<file path="src/verilog/uart_io_pkg.sv">
// uart io port shared definitions
// bus request and response structs, transmitter states and the timing
// constants used by the serial transmitter and the button filter

package uart_io_pkg;

	// ------------------------------------------------------------------
	// bus structs
	// ------------------------------------------------------------------

	// request from the bus master, held stable while valid is high
	typedef struct packed {
		logic [7:0] address;
		logic       ioreq;
		logic       write;
		logic       valid;
		logic [7:0] wdata;
	} bus_req_t;

	// response back to the master, rdata is zero outside the rdata_en cycle
	typedef struct packed {
		logic       ready;
		logic [7:0] rdata;
		logic       rdata_en;
	} bus_rsp_t;

	// serial frame phases of the transmitter FSM
	typedef enum logic [1:0] {
		tx_idle  = 2'd0,
		tx_start = 2'd1,
		tx_data  = 2'd2,
		tx_stop  = 2'd3
	} tx_state_t;

	// ------------------------------------------------------------------
	// constants
	// ------------------------------------------------------------------
	localparam logic [7:0] c_io_port = 8'h10;
	localparam int c_clk_freq = 10_000_000;
	localparam int c_uart_freq = 1_250_000;
	// clocks spent on each serial bit
	localparam int c_bit_clocks = c_clk_freq / c_uart_freq;
	// the bit counter runs up to c_bit_clocks itself, hence the extra value
	localparam int c_bit_cnt_width = $clog2(c_bit_clocks + 1);
	localparam int c_button_width = 5;
	localparam int c_debounce_clocks = 4;
	localparam int c_debounce_cnt_width = $clog2(c_debounce_clocks + 1);

endpackage
</file>
<file path="src/verilog/uart_io_top.sv">
// uart io top level
// button conditioner feeding the memory mapped port, which in turn owns
// the serial transmitter driving the uart line

`timescale 1ns/1ps

module uart_io_top (
	input  logic                                   clk,
	input  logic                                   reset_n,
	input  uart_io_pkg::bus_req_t                  bus_req,
	output uart_io_pkg::bus_rsp_t                  bus_rsp,
	input  logic [uart_io_pkg::c_button_width-1:0] button,
	output logic                                   uart_tx
);
	import uart_io_pkg::*;

	// debounced button levels, read through the port
	logic [c_button_width-1:0] buttons_stable;

	// ------------------------------------------------------------------
	// button conditioning
	// ------------------------------------------------------------------
	button_sync i_button_sync (
		.clk            (clk),
		.reset_n        (reset_n),
		.button         (button),
		.buttons_stable (buttons_stable)
	);

	// ------------------------------------------------------------------
	// bus port with serial transmitter
	// ------------------------------------------------------------------
	uart_io_port i_uart_io_port (
		.clk            (clk),
		.reset_n        (reset_n),
		.bus_req        (bus_req),
		.bus_rsp        (bus_rsp),
		.buttons_stable (buttons_stable),
		.uart_tx        (uart_tx)
	);

endmodule

</file>
<file path="src/verilog/uart_io_port.sv">
// memory mapped uart port
// decodes one io address on the bus, a write sends the byte out through
// the serial transmitter and a read returns the debounced buttons,
// zero extended, in the cycle after the read is accepted

`timescale 1ns/1ps

module uart_io_port (
	input  logic                                   clk,
	input  logic                                   reset_n,
	input  uart_io_pkg::bus_req_t                  bus_req,
	output uart_io_pkg::bus_rsp_t                  bus_rsp,
	input  logic [uart_io_pkg::c_button_width-1:0] buttons_stable,
	output logic                                   uart_tx
);
	import uart_io_pkg::*;

	logic       port_dec;
	logic       port_ready;
	logic       accept;
	logic [7:0] wr_byte;
	logic       send_req;
	logic       send_busy;
	logic [7:0] rd_byte;
	logic       rd_en;

	// ------------------------------------------------------------------
	// decode and handshake
	// ------------------------------------------------------------------
	assign port_dec = (bus_req.address == c_io_port) && bus_req.ioreq;

	// one transfer at a time, so ready waits out a pending send request,
	// the whole serial frame and the read response cycle
	assign port_ready = port_dec && !send_req && !send_busy && !rd_en;
	assign accept = port_ready && bus_req.valid;

	assign bus_rsp.ready = port_ready;
	assign bus_rsp.rdata = rd_en ? rd_byte : 8'd0;
	assign bus_rsp.rdata_en = rd_en;

	// ------------------------------------------------------------------
	// control flags
	// ------------------------------------------------------------------
	always_ff @(posedge clk) begin
		if (!reset_n) begin
			send_req <= 1'b0;
			rd_en    <= 1'b0;
		end else begin
			// read response is a single cycle pulse after acceptance
			rd_en <= accept && !bus_req.write;
			if (send_req && send_busy) begin
				// transmitter has the byte, drop the request
				send_req <= 1'b0;
			end else if (accept && bus_req.write) begin
				send_req <= 1'b1;
			end
		end
	end

	// ------------------------------------------------------------------
	// data registers
	// ------------------------------------------------------------------
	always_ff @(posedge clk) begin
		if (accept && bus_req.write) begin
			wr_byte <= bus_req.wdata;
		end
		if (accept && !bus_req.write) begin
			// upper bits above the buttons read as zero
			rd_byte <= {{(8 - c_button_width){1'b0}}, buttons_stable};
		end
	end

	// serial transmitter, only takes a byte while idle
	uart_tx i_uart_tx (
		.clk       (clk),
		.reset_n   (reset_n),
		.send_data (wr_byte),
		.send_req  (send_req),
		.send_busy (send_busy),
		.tx        (uart_tx)
	);

endmodule

</file>
<file path="src/verilog/button_sync.sv">
// push button conditioner
// each button passes a two-flop synchronizer and then a debounce counter
// that needs c_debounce_clocks equal samples before the output follows

`timescale 1ns/1ps

module button_sync (
	input  logic                                   clk,
	input  logic                                   reset_n,
	input  logic [uart_io_pkg::c_button_width-1:0] button,
	output logic [uart_io_pkg::c_button_width-1:0] buttons_stable
);
	import uart_io_pkg::*;

	logic [c_button_width-1:0]       sync_1;
	logic [c_button_width-1:0]       sync_2;
	logic [c_debounce_cnt_width-1:0] stable_cnt [c_button_width];

	// ------------------------------------------------------------------
	// synchronizer
	// ------------------------------------------------------------------
	always_ff @(posedge clk) begin
		if (!reset_n) begin
			sync_1 <= '0;
			sync_2 <= '0;
		end else begin
			sync_1 <= button;
			sync_2 <= sync_1;
		end
	end

	// ------------------------------------------------------------------
	// debounce filter
	// ------------------------------------------------------------------
	// a counter per button tracks how long the synchronized input has
	// differed from the accepted value, any agreeing sample clears it
	always_ff @(posedge clk) begin
		if (!reset_n) begin
			buttons_stable <= '0;
			for (int i = 0; i < c_button_width; i++) begin
				stable_cnt[i] <= '0;
			end
		end else begin
			for (int i = 0; i < c_button_width; i++) begin
				if (sync_2[i] == buttons_stable[i]) begin
					stable_cnt[i] <= '0;
				end else if (stable_cnt[i] ==
						c_debounce_cnt_width'(c_debounce_clocks - 1)) begin
					// the new level has now held for c_debounce_clocks samples
					stable_cnt[i]     <= '0;
					buttons_stable[i] <= sync_2[i];
				end else begin
					stable_cnt[i] <= stable_cnt[i] + 1'b1;
				end
			end
		end
	end

endmodule

</file>
<file path="src/verilog/uart_tx.sv">
// serial transmitter, 8N1
// takes one byte when idle and a send request is seen, then shifts out
// a start bit, eight data bits lsb first and a stop bit, each bit held
// for c_bit_clocks cycles

`timescale 1ns/1ps

module uart_tx (
	input  logic       clk,
	input  logic       reset_n,
	input  logic [7:0] send_data,
	input  logic       send_req,
	output logic       send_busy,
	output logic       tx
);
	import uart_io_pkg::*;

	tx_state_t                  state;
	logic [c_bit_cnt_width-1:0] bit_cnt;
	logic [2:0]                 bit_idx;
	logic [7:0]                 shift_reg;
	logic                       bit_end;

	// the counter runs 1 to c_bit_clocks inside a bit, the start bit begins
	// at 0 so the load cycle after the request is not counted as line time
	assign bit_end = (bit_cnt == c_bit_cnt_width'(c_bit_clocks));

	// busy covers the load cycle and every bit up to the end of the stop bit
	assign send_busy = (state != tx_idle);

	// ------------------------------------------------------------------
	// control FSM and line register
	// ------------------------------------------------------------------
	always_ff @(posedge clk) begin
		if (!reset_n) begin
			state   <= tx_idle;
			bit_cnt <= '0;
			bit_idx <= '0;
			tx      <= 1'b1;
		end else begin
			case (state)
				tx_idle: begin
					// line rests high between frames
					tx      <= 1'b1;
					bit_cnt <= '0;
					bit_idx <= '0;
					if (send_req) begin
						state <= tx_start;
					end
				end
				tx_start: begin
					if (bit_end) begin
						// first data bit goes out on the same edge
						state   <= tx_data;
						bit_cnt <= c_bit_cnt_width'(1);
						tx      <= shift_reg[0];
					end else begin
						bit_cnt <= bit_cnt + 1'b1;
						tx      <= 1'b0;
					end
				end
				tx_data: begin
					if (bit_end) begin
						bit_cnt <= c_bit_cnt_width'(1);
						bit_idx <= bit_idx + 1'b1;
						if (bit_idx == 3'd7) begin
							state <= tx_stop;
							tx    <= 1'b1;
						end else begin
							// shift_reg moves on this edge, so bit 1 is the next one
							tx <= shift_reg[1];
						end
					end else begin
						bit_cnt <= bit_cnt + 1'b1;
					end
				end
				tx_stop: begin
					if (bit_end) begin
						state   <= tx_idle;
						bit_cnt <= '0;
					end else begin
						bit_cnt <= bit_cnt + 1'b1;
					end
				end
				default: begin
					state <= tx_idle;
				end
			endcase
		end
	end

	// ------------------------------------------------------------------
	// data shift register
	// ------------------------------------------------------------------
	always_ff @(posedge clk) begin
		if (state == tx_idle && send_req) begin
			shift_reg <= send_data;
		end else if (state == tx_data && bit_end) begin
			// lsb first, so shift right after each data bit
			shift_reg <= {1'b0, shift_reg[7:1]};
		end
	end

endmodule

</file>
<file path="config.mk">
export PLATFORM = sky130hd
export DESIGN_NAME = uart_io_top
export DESIGN_NICKNAME = d
export VERILOG_FILES = /design/src/verilog/uart_io_pkg.sv /design/src/verilog/uart_io_top.sv /design/src/verilog/uart_io_port.sv /design/src/verilog/button_sync.sv /design/src/verilog/uart_tx.sv
export SDC_FILE = /design/constraint.sdc
export NUM_CORES = 1
export LEC_CHECK = 0
export ABC_CLOCK_PERIOD_IN_PS = 3350
export BUFFER_PORTS_ARGS = -buffer_cell sky130_fd_sc_hd__buf_2
export CORE_MARGIN = 5
export CORE_UTILIZATION = 58
export CTS_BUF_LIST = sky130_fd_sc_hd__clkbuf_4 sky130_fd_sc_hd__clkbuf_8 sky130_fd_sc_hd__clkbuf_16
export CTS_CLUSTER_SIZE = 20
export DETAILED_ROUTE_END_ITERATION = 16
export GPL_ROUTABILITY_DRIVEN = 0
export PLACE_DENSITY = 0.78
export SLEW_MARGIN = 20
export SYNTH_ARGS = -nofsm -noshare
export SYNTH_HDL_FRONTEND = slang
export SYNTH_SLANG_ARGS = --single-unit
</file>
<file path="constraint.sdc">
create_clock -name clk -period 3.35 [get_ports clk]
set_clock_uncertainty 0.05 [all_clocks]
set_input_delay 0.67 -clock clk [delete_from_list [all_inputs] [get_ports clk]]
set_output_delay 0.67 -clock clk [all_outputs]
set_load 0.05 [all_outputs]
</file>
==> results.py, run 1 <==
metrics = {
    "placement": {
        "dp.cells": 319,
        "io_buffers": 33,
        "hpwl_mm": 3.04,
        "place_worst_setup_slack_ns": 1.02,
    },
    "drt": {
        "routedWlPerCell_um": 12.3,
        "ant_nets": 0,
        "drc": 0,
        "via_per_inst": 5.01,
        "vias": 1679,
        "drt_iter0_drc": 80,
        "drt-pass1-iter-count": 5,
        "totalWireLength_mm": 4.13,
    },
    "global_route": {
        "grtUsageTotal": 0.148,
        "grt_max_degree": 21,
        "grt_overflow": 0,
        "grt_pass1_vias": 1596,
        "grt_pass1_wl_mm": 7.00,
        "antenna_found_initial": 0,
    },
    "die": {
        "initial_core_util": 0.589,
        "die_y_um": 78.8,
        "num_rows": 25,
        "fp.dieW_um": 78.8,
        "design.die.area_um2": 6210,
        "coreArea_um2": 4660,
        "io_pins": 37,
    },
    "layout": {
        "seq_area_um2": 1620,
        "fillers": 356,
        "largest_reg_flops": 15,
        "final_layout_size_suffix_gt1_frac": 0.206,
        "syn_to_final_growth_pct": 15.4,
        "n_antenna_cell": 0,
        "final_cell_mix": "36 x edfxtp_1, 33 x buf_2, 27 x dfxtp_1",
        "final_common_cell": "edfxtp_1",
        "multi_input_area_um2": 1030,
        "nets": 320,
        "fin_cells": 335,
    },
    "setup_path": {
        "cp_max_fo": 9,
        "required_ns": 2.63,
        "cp_cell_sequence": "inv_1, ha_1, and4bb_2, and3_1, buf_2",
        "setup.worst_path.end_class": "output pin",
        "slowest_delay_ns": 0.36,
        "critPathBufInv": 2,
        "cp_slowest_cell": "dfxtp_1",
        "cp-start-kind": "flip-flop",
        "arrival_ns": 1.87,
        "crit_family": "simple AND/OR/NAND/NOR gates",
        "critPathKind": "flip-flop to output pin",
    },
    "clock_tree": {
        "cts.path.max_buffers": 2,
        "clockRootBuffer": "clkbuf_8",
        "cts_setup_buffers": 0,
        "cts_buffers": 9,
        "insertion_delay_ns": 0.33,
        "clkTransAtPathRegs_ns": 0.06,
        "cts.sinks": 63,
        "htreeDepth": 3,
        "cts_resized": 0,
        "cts_tree": "built",
        "hold_buffers": 0,
    },
    "synthesis": {
        "synth_edf_count": 36,
        "yosys-top-cells-area": "edfxtp_1 39%, dfxtp_1 20%, ha_1 8.2%",
        "synth_seq_area_share": 0.591,
        "async_flop_share": 0,
        "yosysTopAreaCellShare": 0.394,
        "synth-seq-cells": 63,
        "synth_cell_types": 40,
        "yosysTopAreaCell": "edfxtp_1",
        "syn_inst": 226,
        "syn_avg_cell_area_um2": 12.1,
        "yosys_warnings": 0,
        "syn_area_um2": 2740,
        "synth_flop_cell": "edfxtp_1",
    },
    "pwr": {
        "seq_power_share": 0.524,
        "power_frac_comb": 0.041,
        "fin_total_pwr_mw": 1.59,
        "p_leak_nw": 1.31,
        "swShare": 0.193,
        "intPower_mw": 1.29,
        "powerDensity_nw_per_um2": 504,
        "switching_power_mw": 0.308,
        "power_frac_clock": 0.435,
        "ir_drop_mv": 0.313,
    },
    "timing": {
        "slew_headroom": 0.623,
        "setup_viol": 0,
        "fin_ws_ns": 0.763,
        "fin_crit_sh": 0.772,
        "hold_viol": 0,
        "min_period_ns": 2.59,
        "worst_pin_slew_ns": 0.564,
        "finalSetupTns_ns": 0,
        "rsz0062_at_grt": "no",
        "fmax_mhz": 387,
        "maxSlewViolCount": 0,
    },
    "outcome": {
        "status": "complete, no violations",
    },
    "worst_hold_path": {
        "hp-class": "flip-flop to flip-flop",
    },
    "run": {
        "drv_cap": 0,
    },
}
[cell type report]
type                       count  area share
clock inverter                 5      0.0229
tap                           54      0.0213
timing repair buffer          34      0.0545
multi-input combinational    151       0.325
clock buffer                  11      0.0439
sequential                    63       0.512
inverter                      17      0.0202
[Yosys cell counts (2+ instances only)]
cell type	number
a211oi_1	2
a21oi_1	4
and2_1	16
and3_1	2
and4bb_2	2
buf_4	5
buf_6	4
clkbuf_1	2
conb_1	2
dfxtp_1	27
edfxtp_1	36
ha_1	18
inv_1	17
mux2_2	7
mux2i_1	5
nand2_1	8
nand3_1	3
nor2_1	26
nor3_1	6
nor4b_1	2
o211ai_1	2
o22ai_1	2
or3_1	6
xnor2_1	6
[logic make-up after synthesis]
family,share of synthesized area
other,0.00274
flip-flops,0.591
XOR/XNOR,0.0223
AND/OR/NAND/NOR,0.155
adder cells (fa/ha/maj),0.0821
multiplexers,0.0470
AO/OA/AOI/OAI,0.0438
buffers and inverters,0.0561
[layer usage]
metal | up-vias | part of all wire | routed length, um | GRT usage
li1 | 871 | - | - | -
met1 | 760 | 0.46 | 1890 | 0.183
met2 | 39 | 0.46 | 1900 | 0.233
met3 | 9 | 0.060 | 246 | 0.0442
met4 | 0 | 0.021 | 88 | 0.0787
met5 | - | 0 | 0 | 0
[through the flow]
step	cell area [um2]	hold slack, ns	utilization
after floorplan	2800	0.362	-
after global placement	2950	0.366	0.634
after detailed placement	2950	0.367	0.634
after CTS	3170	0.381	0.679
after global routing	3170	0.407	0.679
final	3170	0.381	0.679
[power groups by stage]
stage / Sequential, mW / Combinational, mW / Clock [mW]
3_3_place_gp: 0.852 / 0.0634 / 0
4_1_cts: 0.836 / 0.0657 / 0.711
5_1_grt: 0.837 / 0.0757 / 0.750
6_report: 0.836 / 0.0653 / 0.693
2_1_floorplan: 0.852 / 0.0465 / 0
3_5_place_dp: 0.853 / 0.0654 / 0
[worst paths after layout]
check | start | endpoint | slack, ns | cells after the start
max | i_uart_io_port.i_uart_tx.state[1]$_SDFFE_PN0P_ | bus_rsp[9] | 0.76 | 5
min | i_button_sync.sync_1[4]$_SDFF_PN0_ | i_button_sync.sync_2[4]$_SDFF_PN0_ | 0.38 | 1
max reg2reg | i_uart_io_port.i_uart_tx.state[1]$_SDFFE_PN0P_ | i_uart_io_port.wr_byte[5]$_DFFE_PP_ | 1.14 | 5
min reg2reg | i_button_sync.sync_1[4]$_SDFF_PN0_ | i_button_sync.sync_2[4]$_SDFF_PN0_ | 0.38 | 1
No activity file was read; power rests on OpenSTA's default activity.
==> inputs of run 2 (changes only) <==
--- a/config.mk
+++ b/config.mk
@@ -5,15 +5,15 @@
 export SDC_FILE = /design/constraint.sdc
 export NUM_CORES = 1
 export LEC_CHECK = 0
-export ABC_CLOCK_PERIOD_IN_PS = 3350
+export ABC_CLOCK_PERIOD_IN_PS = 2270
 export BUFFER_PORTS_ARGS = -buffer_cell sky130_fd_sc_hd__buf_2
 export CORE_MARGIN = 5
-export CORE_UTILIZATION = 58
+export CORE_UTILIZATION = 51
 export CTS_BUF_LIST = sky130_fd_sc_hd__clkbuf_4 sky130_fd_sc_hd__clkbuf_8 sky130_fd_sc_hd__clkbuf_16
 export CTS_CLUSTER_SIZE = 20
 export DETAILED_ROUTE_END_ITERATION = 16
 export GPL_ROUTABILITY_DRIVEN = 0
-export PLACE_DENSITY = 0.78
+export PLACE_DENSITY = 0.73
 export SLEW_MARGIN = 20
 export SYNTH_ARGS = -nofsm -noshare
 export SYNTH_HDL_FRONTEND = slang
==> constraint.sdc (replaced) <==
create_clock -name clk -period 2.27 [get_ports clk]
set_clock_uncertainty 0.05 [all_clocks]
set_input_delay 0.454 -clock clk [delete_from_list [all_inputs] [get_ports clk]]
set_output_delay 0.454 -clock clk [all_outputs]
set_load 0.05 [all_outputs]
==> run 2 against run 1 <==
Against the previous run:
- via count shrank 0.95%
- sequential power grew 47%
- flip-flop and latch count is the same
- core utilization shrank 6.4 points
- register-to-register slack lost 0.69 ns
- hold slack lost 0.13 ns
- first-iteration DRC count shrank 15%
- global-route usage shrank 1.3 points
- sequential share of layout area shrank 0.30 points
- final area grew 0.59%
- largest cell class unchanged
==> results.py, run 2 (same netlist as run 1, synthesis figures left out) <==
metrics = {
    "clock_tree": {
        "cts.path.max_buffers": 2,
        "cts_tree": "built",
        "cts_setup_buffers": 0,
        "hold_buffers": 0,
        "clkTransAtPathRegs_ns": 0.06,
        "cts.sinks": 63,
        "clockRootBuffer": "clkbuf_8",
        "cts_resized": 0,
        "cts_buffers": 9,
        "htreeDepth": 3,
        "insertion_delay_ns": 0.33,
    },
    "drt": {
        "routedWlPerCell_um": 12.0,
        "vias": 1663,
        "drc": 0,
        "drt_iter0_drc": 68,
        "drt-pass1-iter-count": 4,
        "totalWireLength_mm": 4.23,
        "via_per_inst": 4.70,
        "ant_nets": 0,
    },
    "global_route": {
        "use_met1": 0.172,
        "grt_use_met3": 0.0386,
        "grt_max_degree": 21,
        "grt_pass1_wl_mm": 7.42,
        "antenna_found_initial": 0,
        "grt_pass1_vias": 1696,
        "grt_overflow": 0,
        "grt_util_met2": 0.195,
        "busiest_layer": "met2",
        "grtUsageTotal": 0.135,
    },
    "layout": {
        "largest_reg_flops": 15,
        "final_layout_size_suffix_gt1_frac": 0.211,
        "nets": 323,
        "syn_to_final_growth_pct": 16.1,
        "final_common_cell": "edfxtp_1",
        "n_antenna_cell": 0,
        "final_cell_mix": "36 x edfxtp_1, 33 x buf_2, 27 x dfxtp_1",
    },
    "timing": {
        "fmax_mhz": 471,
        "setup_viol": 0,
        "fin_crit_sh": 0.936,
        "maxSlewViolCount": 0,
        "min_period_ns": 2.12,
        "hold_viol": 0,
        "finalSetupTns_ns": 0,
        "holdWs_ns": 0.246,
        "rsz0062_at_grt": "no",
    },
    "worst_hold_path": {
        "hp-class": "primary input to flip-flop",
        "hp-start": "bus_req[3]",
    },
    "setup_path": {
        "startpoint": "i_uart_io_port.i_uart_tx.state[1]$_SDFFE_PN0P_",
        "r2r-start": "i_uart_io_port.i_uart_tx.state[1]$_SDFFE_PN0P_",
        "required_ns": 1.77,
        "cp-start-kind": "flip-flop",
        "arrival_ns": 1.62,
        "cp_max_fo": 5,
        "setup.worst_path.end_class": "output pin",
        "critPathKind": "flip-flop to output pin",
    },
    "die": {
        "fp.dieW_um": 83.4,
        "initial_core_util": 0.530,
        "num_rows": 26,
        "io_pins": 37,
        "die_y_um": 83.4,
        "design.die.area_um2": 6950,
        "coreArea_um2": 5170,
    },
    "pwr": {
        "fin_total_pwr_mw": 2.24,
        "ir_drop_mv": 0.554,
        "powerDensity_nw_per_um2": 704,
        "p_leak_nw": 1.30,
    },
    "run": {
        "drv_cap": 0,
    },
    "outcome": {
        "status": "complete, no violations",
    },
    "placement": {
        "hpwl_mm": 3.16,
        "io_buffers": 33,
    },
}
-- run 2: changes by cell type in the layout (fill, tap and decap cells not counted), sizes merged --
cell / previous run / this run
buf: 34 / 37
bufinv: 2 / 1
clkinvlp: 0 / 1
-- run 2: stage by stage --
stage	utilization	area [um2]	instances	setup WS, ns
floorplan	-	2800	242	0.413
detailed placement	0.579	3000	338	0.317
global placement	0.579	3000	338	0.369
CTS	0.616	3180	354	0.125
finish	0.616	3180	354	0.145
global route	0.616	3180	354	0.0676
-- run 2: metal layers --
metal  part of all wire  wire length (um)  vias up
met4              0.026               111        0
met2               0.44              1870       43
met3              0.057               243        9
li1                   -                 -      874
met5                  0                 0        -
met1               0.47              2010      737
-- run 2: where the power goes --
group          total, mW  switching, mW  leakage (nW)  internal, mW
registers           1.23        0.00932         0.556          1.22
clock network      0.910          0.390        0.0929         0.520
logic             0.0978         0.0556         0.655        0.0422
-- run 2: worst paths after layout --
path	slack, ns	to	cells after the start
min	0.25	i_uart_io_port.wr_byte[3]$_DFFE_PP_	1
max	0.15	bus_rsp[9]	5
max reg2reg	0.45	i_uart_io_port.i_uart_tx.shift_reg[1]$_DFFE_PP_	5
min reg2reg	0.38	i_button_sync.sync_2[2]$_SDFF_PN0_	1
-- run 2: final cells by class --
cell class | instances | area, um2
fill | 410 | 1990
sequential | 63 | 1620
multi-input combinational | 151 | 1030
timing repair buffer | 37 | 195
clock buffer | 11 | 139
tap | 70 | 87.6
inverter | 17 | 63.8
clock inverter | 5 | 48.8
-- run 2: critical path, cell delays in order (launching register included) --
cell and delay (ns):
dfxtp_1 0.41, inv_1 0.09, ha_1 0.20, and4bb_2 0.23, and3_1 0.16, buf_2 0.20
==> inputs of run 3 (changes only) <==
--- a/config.mk
+++ b/config.mk
@@ -14,6 +14,7 @@
 export DETAILED_ROUTE_END_ITERATION = 16
 export GPL_ROUTABILITY_DRIVEN = 0
 export PLACE_DENSITY = 0.73
+export SETUP_SLACK_MARGIN = 0.3
 export SLEW_MARGIN = 20
 export SYNTH_ARGS = -nofsm -noshare
 export SYNTH_HDL_FRONTEND = slang
==> run 3 against run 2 <==
Against the previous run:
- clock power is essentially flat
- global-route usage grew 0.21 points
- fmax grew 9.4%
- register-to-register slack gained 0.03 ns
- core utilization grew 1.2 points
- largest cell class unchanged
- non-clock buffer count grew 4
- hold slack gained 0.0020 ns
- cell count grew 1.1%
- sequential power is essentially flat
- die area is the same
- setup slack gained 0.18 ns
- critical path type unchanged
- final area grew 1.9%
==> results.py, run 3 (same netlist as run 1, synthesis figures left out) <==
metrics = {
    "setup_path": {
        "worstRegToRegCells": 5,
        "required_ns": 1.77,
        "setup.worst_path.end_class": "output pin",
        "cp-start-kind": "flip-flop",
        "cp_cell_sequence": "inv_2, ha_4, and4bb_2, and3_4, buf_8",
        "slowest_delay_ns": 0.33,
        "worstReg2RegEnd": "i_uart_io_port.i_uart_tx.shift_reg[1]$_DFFE_PP_",
        "critPathKind": "flip-flop to output pin",
        "r2r-start": "i_uart_io_port.i_uart_tx.bit_cnt[0]$_SDFF_PN0_",
        "reg2reg_setup_slack_ns": 0.48,
        "arrival_ns": 1.44,
        "cp_max_fo": 2,
        "cp_slowest_cell": "dfxtp_2",
        "crit_family": "simple AND/OR/NAND/NOR gates",
        "critPathBufInv": 2,
    },
    "worst_hold_path": {
        "hold_end": "i_uart_io_port.wr_byte[3]$_DFFE_PP_",
        "min_path_cells": 1,
        "hp-class": "primary input to flip-flop",
        "hp-start": "bus_req[3]",
    },
    "timing": {
        "holdWs_ns": 0.248,
        "setup_viol": 0,
        "fin_ws_ns": 0.328,
        "rsz0062_at_grt": "yes",
        "hold_viol": 0,
        "finalSetupTns_ns": 0,
        "min_period_ns": 1.94,
        "maxSlewViolCount": 0,
        "fmax_mhz": 515,
        "fin_crit_sh": 0.856,
    },
    "placement": {
        "hpwl_mm": 3.16,
        "dpl_cell_area_um2": 3000,
        "io_buffers": 33,
        "place_worst_setup_slack_ns": 0.317,
    },
    "clock_tree": {
        "cts_tree": "built",
        "hold_buffers": 0,
        "htreeDepth": 3,
        "clockRootBuffer": "clkbuf_8",
        "cts.sinks": 63,
        "cts_buffers": 9,
        "insertion_delay_ns": 0.33,
        "clkTransAtPathRegs_ns": 0.06,
        "cts.path.max_buffers": 2,
    },
    "global_route": {
        "grt_pass1_wl_mm": 7.54,
        "antenna_found_initial": 0,
        "grt_pass1_vias": 1697,
        "grt_max_degree": 21,
        "grtUsageTotal": 0.137,
        "grt_overflow": 0,
    },
    "pwr": {
        "ir_drop_mv": 0.566,
        "powerDensity_nw_per_um2": 692,
        "p_leak_nw": 1.33,
    },
    "die": {
        "io_pins": 37,
        "die_y_um": 83.4,
        "design.die.area_um2": 6950,
        "initial_core_util": 0.530,
        "num_rows": 26,
        "coreArea_um2": 5170,
        "fp.dieW_um": 83.4,
    },
    "drt": {
        "drt-pass1-iter-count": 4,
        "totalWireLength_mm": 4.38,
        "vias": 1677,
        "drc": 0,
        "drt_iter0_drc": 75,
        "routedWlPerCell_um": 12.2,
        "ant_nets": 0,
        "via_per_inst": 4.68,
    },
    "layout": {
        "final_common_cell": "edfxtp_1",
        "final_area_um2": 3240,
        "final_cell_mix": "36 x edfxtp_1, 32 x buf_2, 26 x nor2_1",
        "largest_reg_flops": 15,
        "fillers": 402,
        "nets": 327,
        "syn_to_final_growth_pct": 18.2,
        "n_antenna_cell": 0,
        "final_layout_size_suffix_gt1_frac": 0.243,
    },
    "outcome": {
        "status": "complete, no violations",
    },
    "run": {
        "drv_cap": 0,
    },
}
[run 3: cell types whose count changed in the layout (fill, tap and decap cells not counted)]
cell and change:
ha_1 -1, buf_8 +1, dfxtp_2 +2, and3_4 +1
inv_1 -2, inv_2 +2, buf_2 -1, buf_4 +4
ha_4 +1, dfxtp_1 -2, and3_1 -1
[run 3: through the flow]
step | total power, mW | utilization | cells
floorplan | 1.33 | - | 242
global placement | 1.35 | 0.579 | 338
detailed placement | 1.36 | 0.579 | 338
CTS | 2.28 | 0.624 | 356
global route | 2.35 | 0.627 | 358
finish | 2.25 | 0.627 | 358
[run 3: layout make-up]
type | count | area [um2] | area share
inverters | 17 | 63.8 | 0.0197
clock buffers | 11 | 139 | 0.0428
repair buffers | 41 | 235 | 0.0725
flip-flops and latches | 63 | 1620 | 0.501
multi-input cells | 151 | 1050 | 0.322
well taps | 70 | 87.6 | 0.0270
clock inverters | 5 | 48.8 | 0.0150
[run 3: timing repair]
item,4_1_cts,5_1_grt
buffers inserted,2,2
pin swaps,2,1
endpoints found under the setup margin,1,1
gates cloned,0,0
resized for setup,10,0
[run 3: how the worst max path moves through the flow]
| stage | cells after the start | slack (ns) | from | endpoint |
|---|---|---|---|---|
| 2_1_floorplan | 6 | 0.41 | i_uart_io_port.i_uart_tx.state[0]$_SDFFE_PN0P_ | i_uart_io_port.wr_byte[0]$_DFFE_PP_ |
| 3_3_place_gp | 4 | 0.37 | bus_req[16] | i_uart_io_port.rd_byte[4]$_DFFE_PP_ |
| 3_5_place_dp | 4 | 0.32 | bus_req[16] | i_uart_io_port.rd_byte[1]$_DFFE_PP_ |
| 4_1_cts | 5 | 0.31 | i_uart_io_port.i_uart_tx.state[1]$_SDFFE_PN0P_ | bus_rsp[9] |
| 5_1_grt | 5 | 0.28 | i_uart_io_port.i_uart_tx.state[0]$_SDFFE_PN0P_ | bus_rsp[9] |
| 6_report | 5 | 0.33 | i_uart_io_port.i_uart_tx.state[0]$_SDFFE_PN0P_ | bus_rsp[9] |
[run 3: layer usage]
| layer | wire, um | part of all wire | vias to the layer above | GRT usage |
|---|---|---|---|---|
| met5 | 0 | 0 | - | 0 |
| met1 | 2080 | 0.47 | 750 | 0.175 |
| met4 | 85 | 0.019 | 0 | 0.0951 |
| met3 | 234 | 0.053 | 6 | 0.0406 |
| met2 | 1980 | 0.45 | 40 | 0.199 |
| li1 | - | - | 881 | - |
[run 3: where the power goes]
group          switching [mW]  internal (mW)  total [mW]
clock network           0.390          0.520       0.910
logic                  0.0574         0.0451       0.102
registers             0.00897           1.22        1.23
total                   0.456           1.79        2.25
[run 3: worst register-to-register path: cells and delay by family (launching register included)]
kind	cells	cell delay [ns]
fa+ha+maj	1	0.20
flops	1	0.34
simple gates	3	0.80
buf+inv	1	0.06
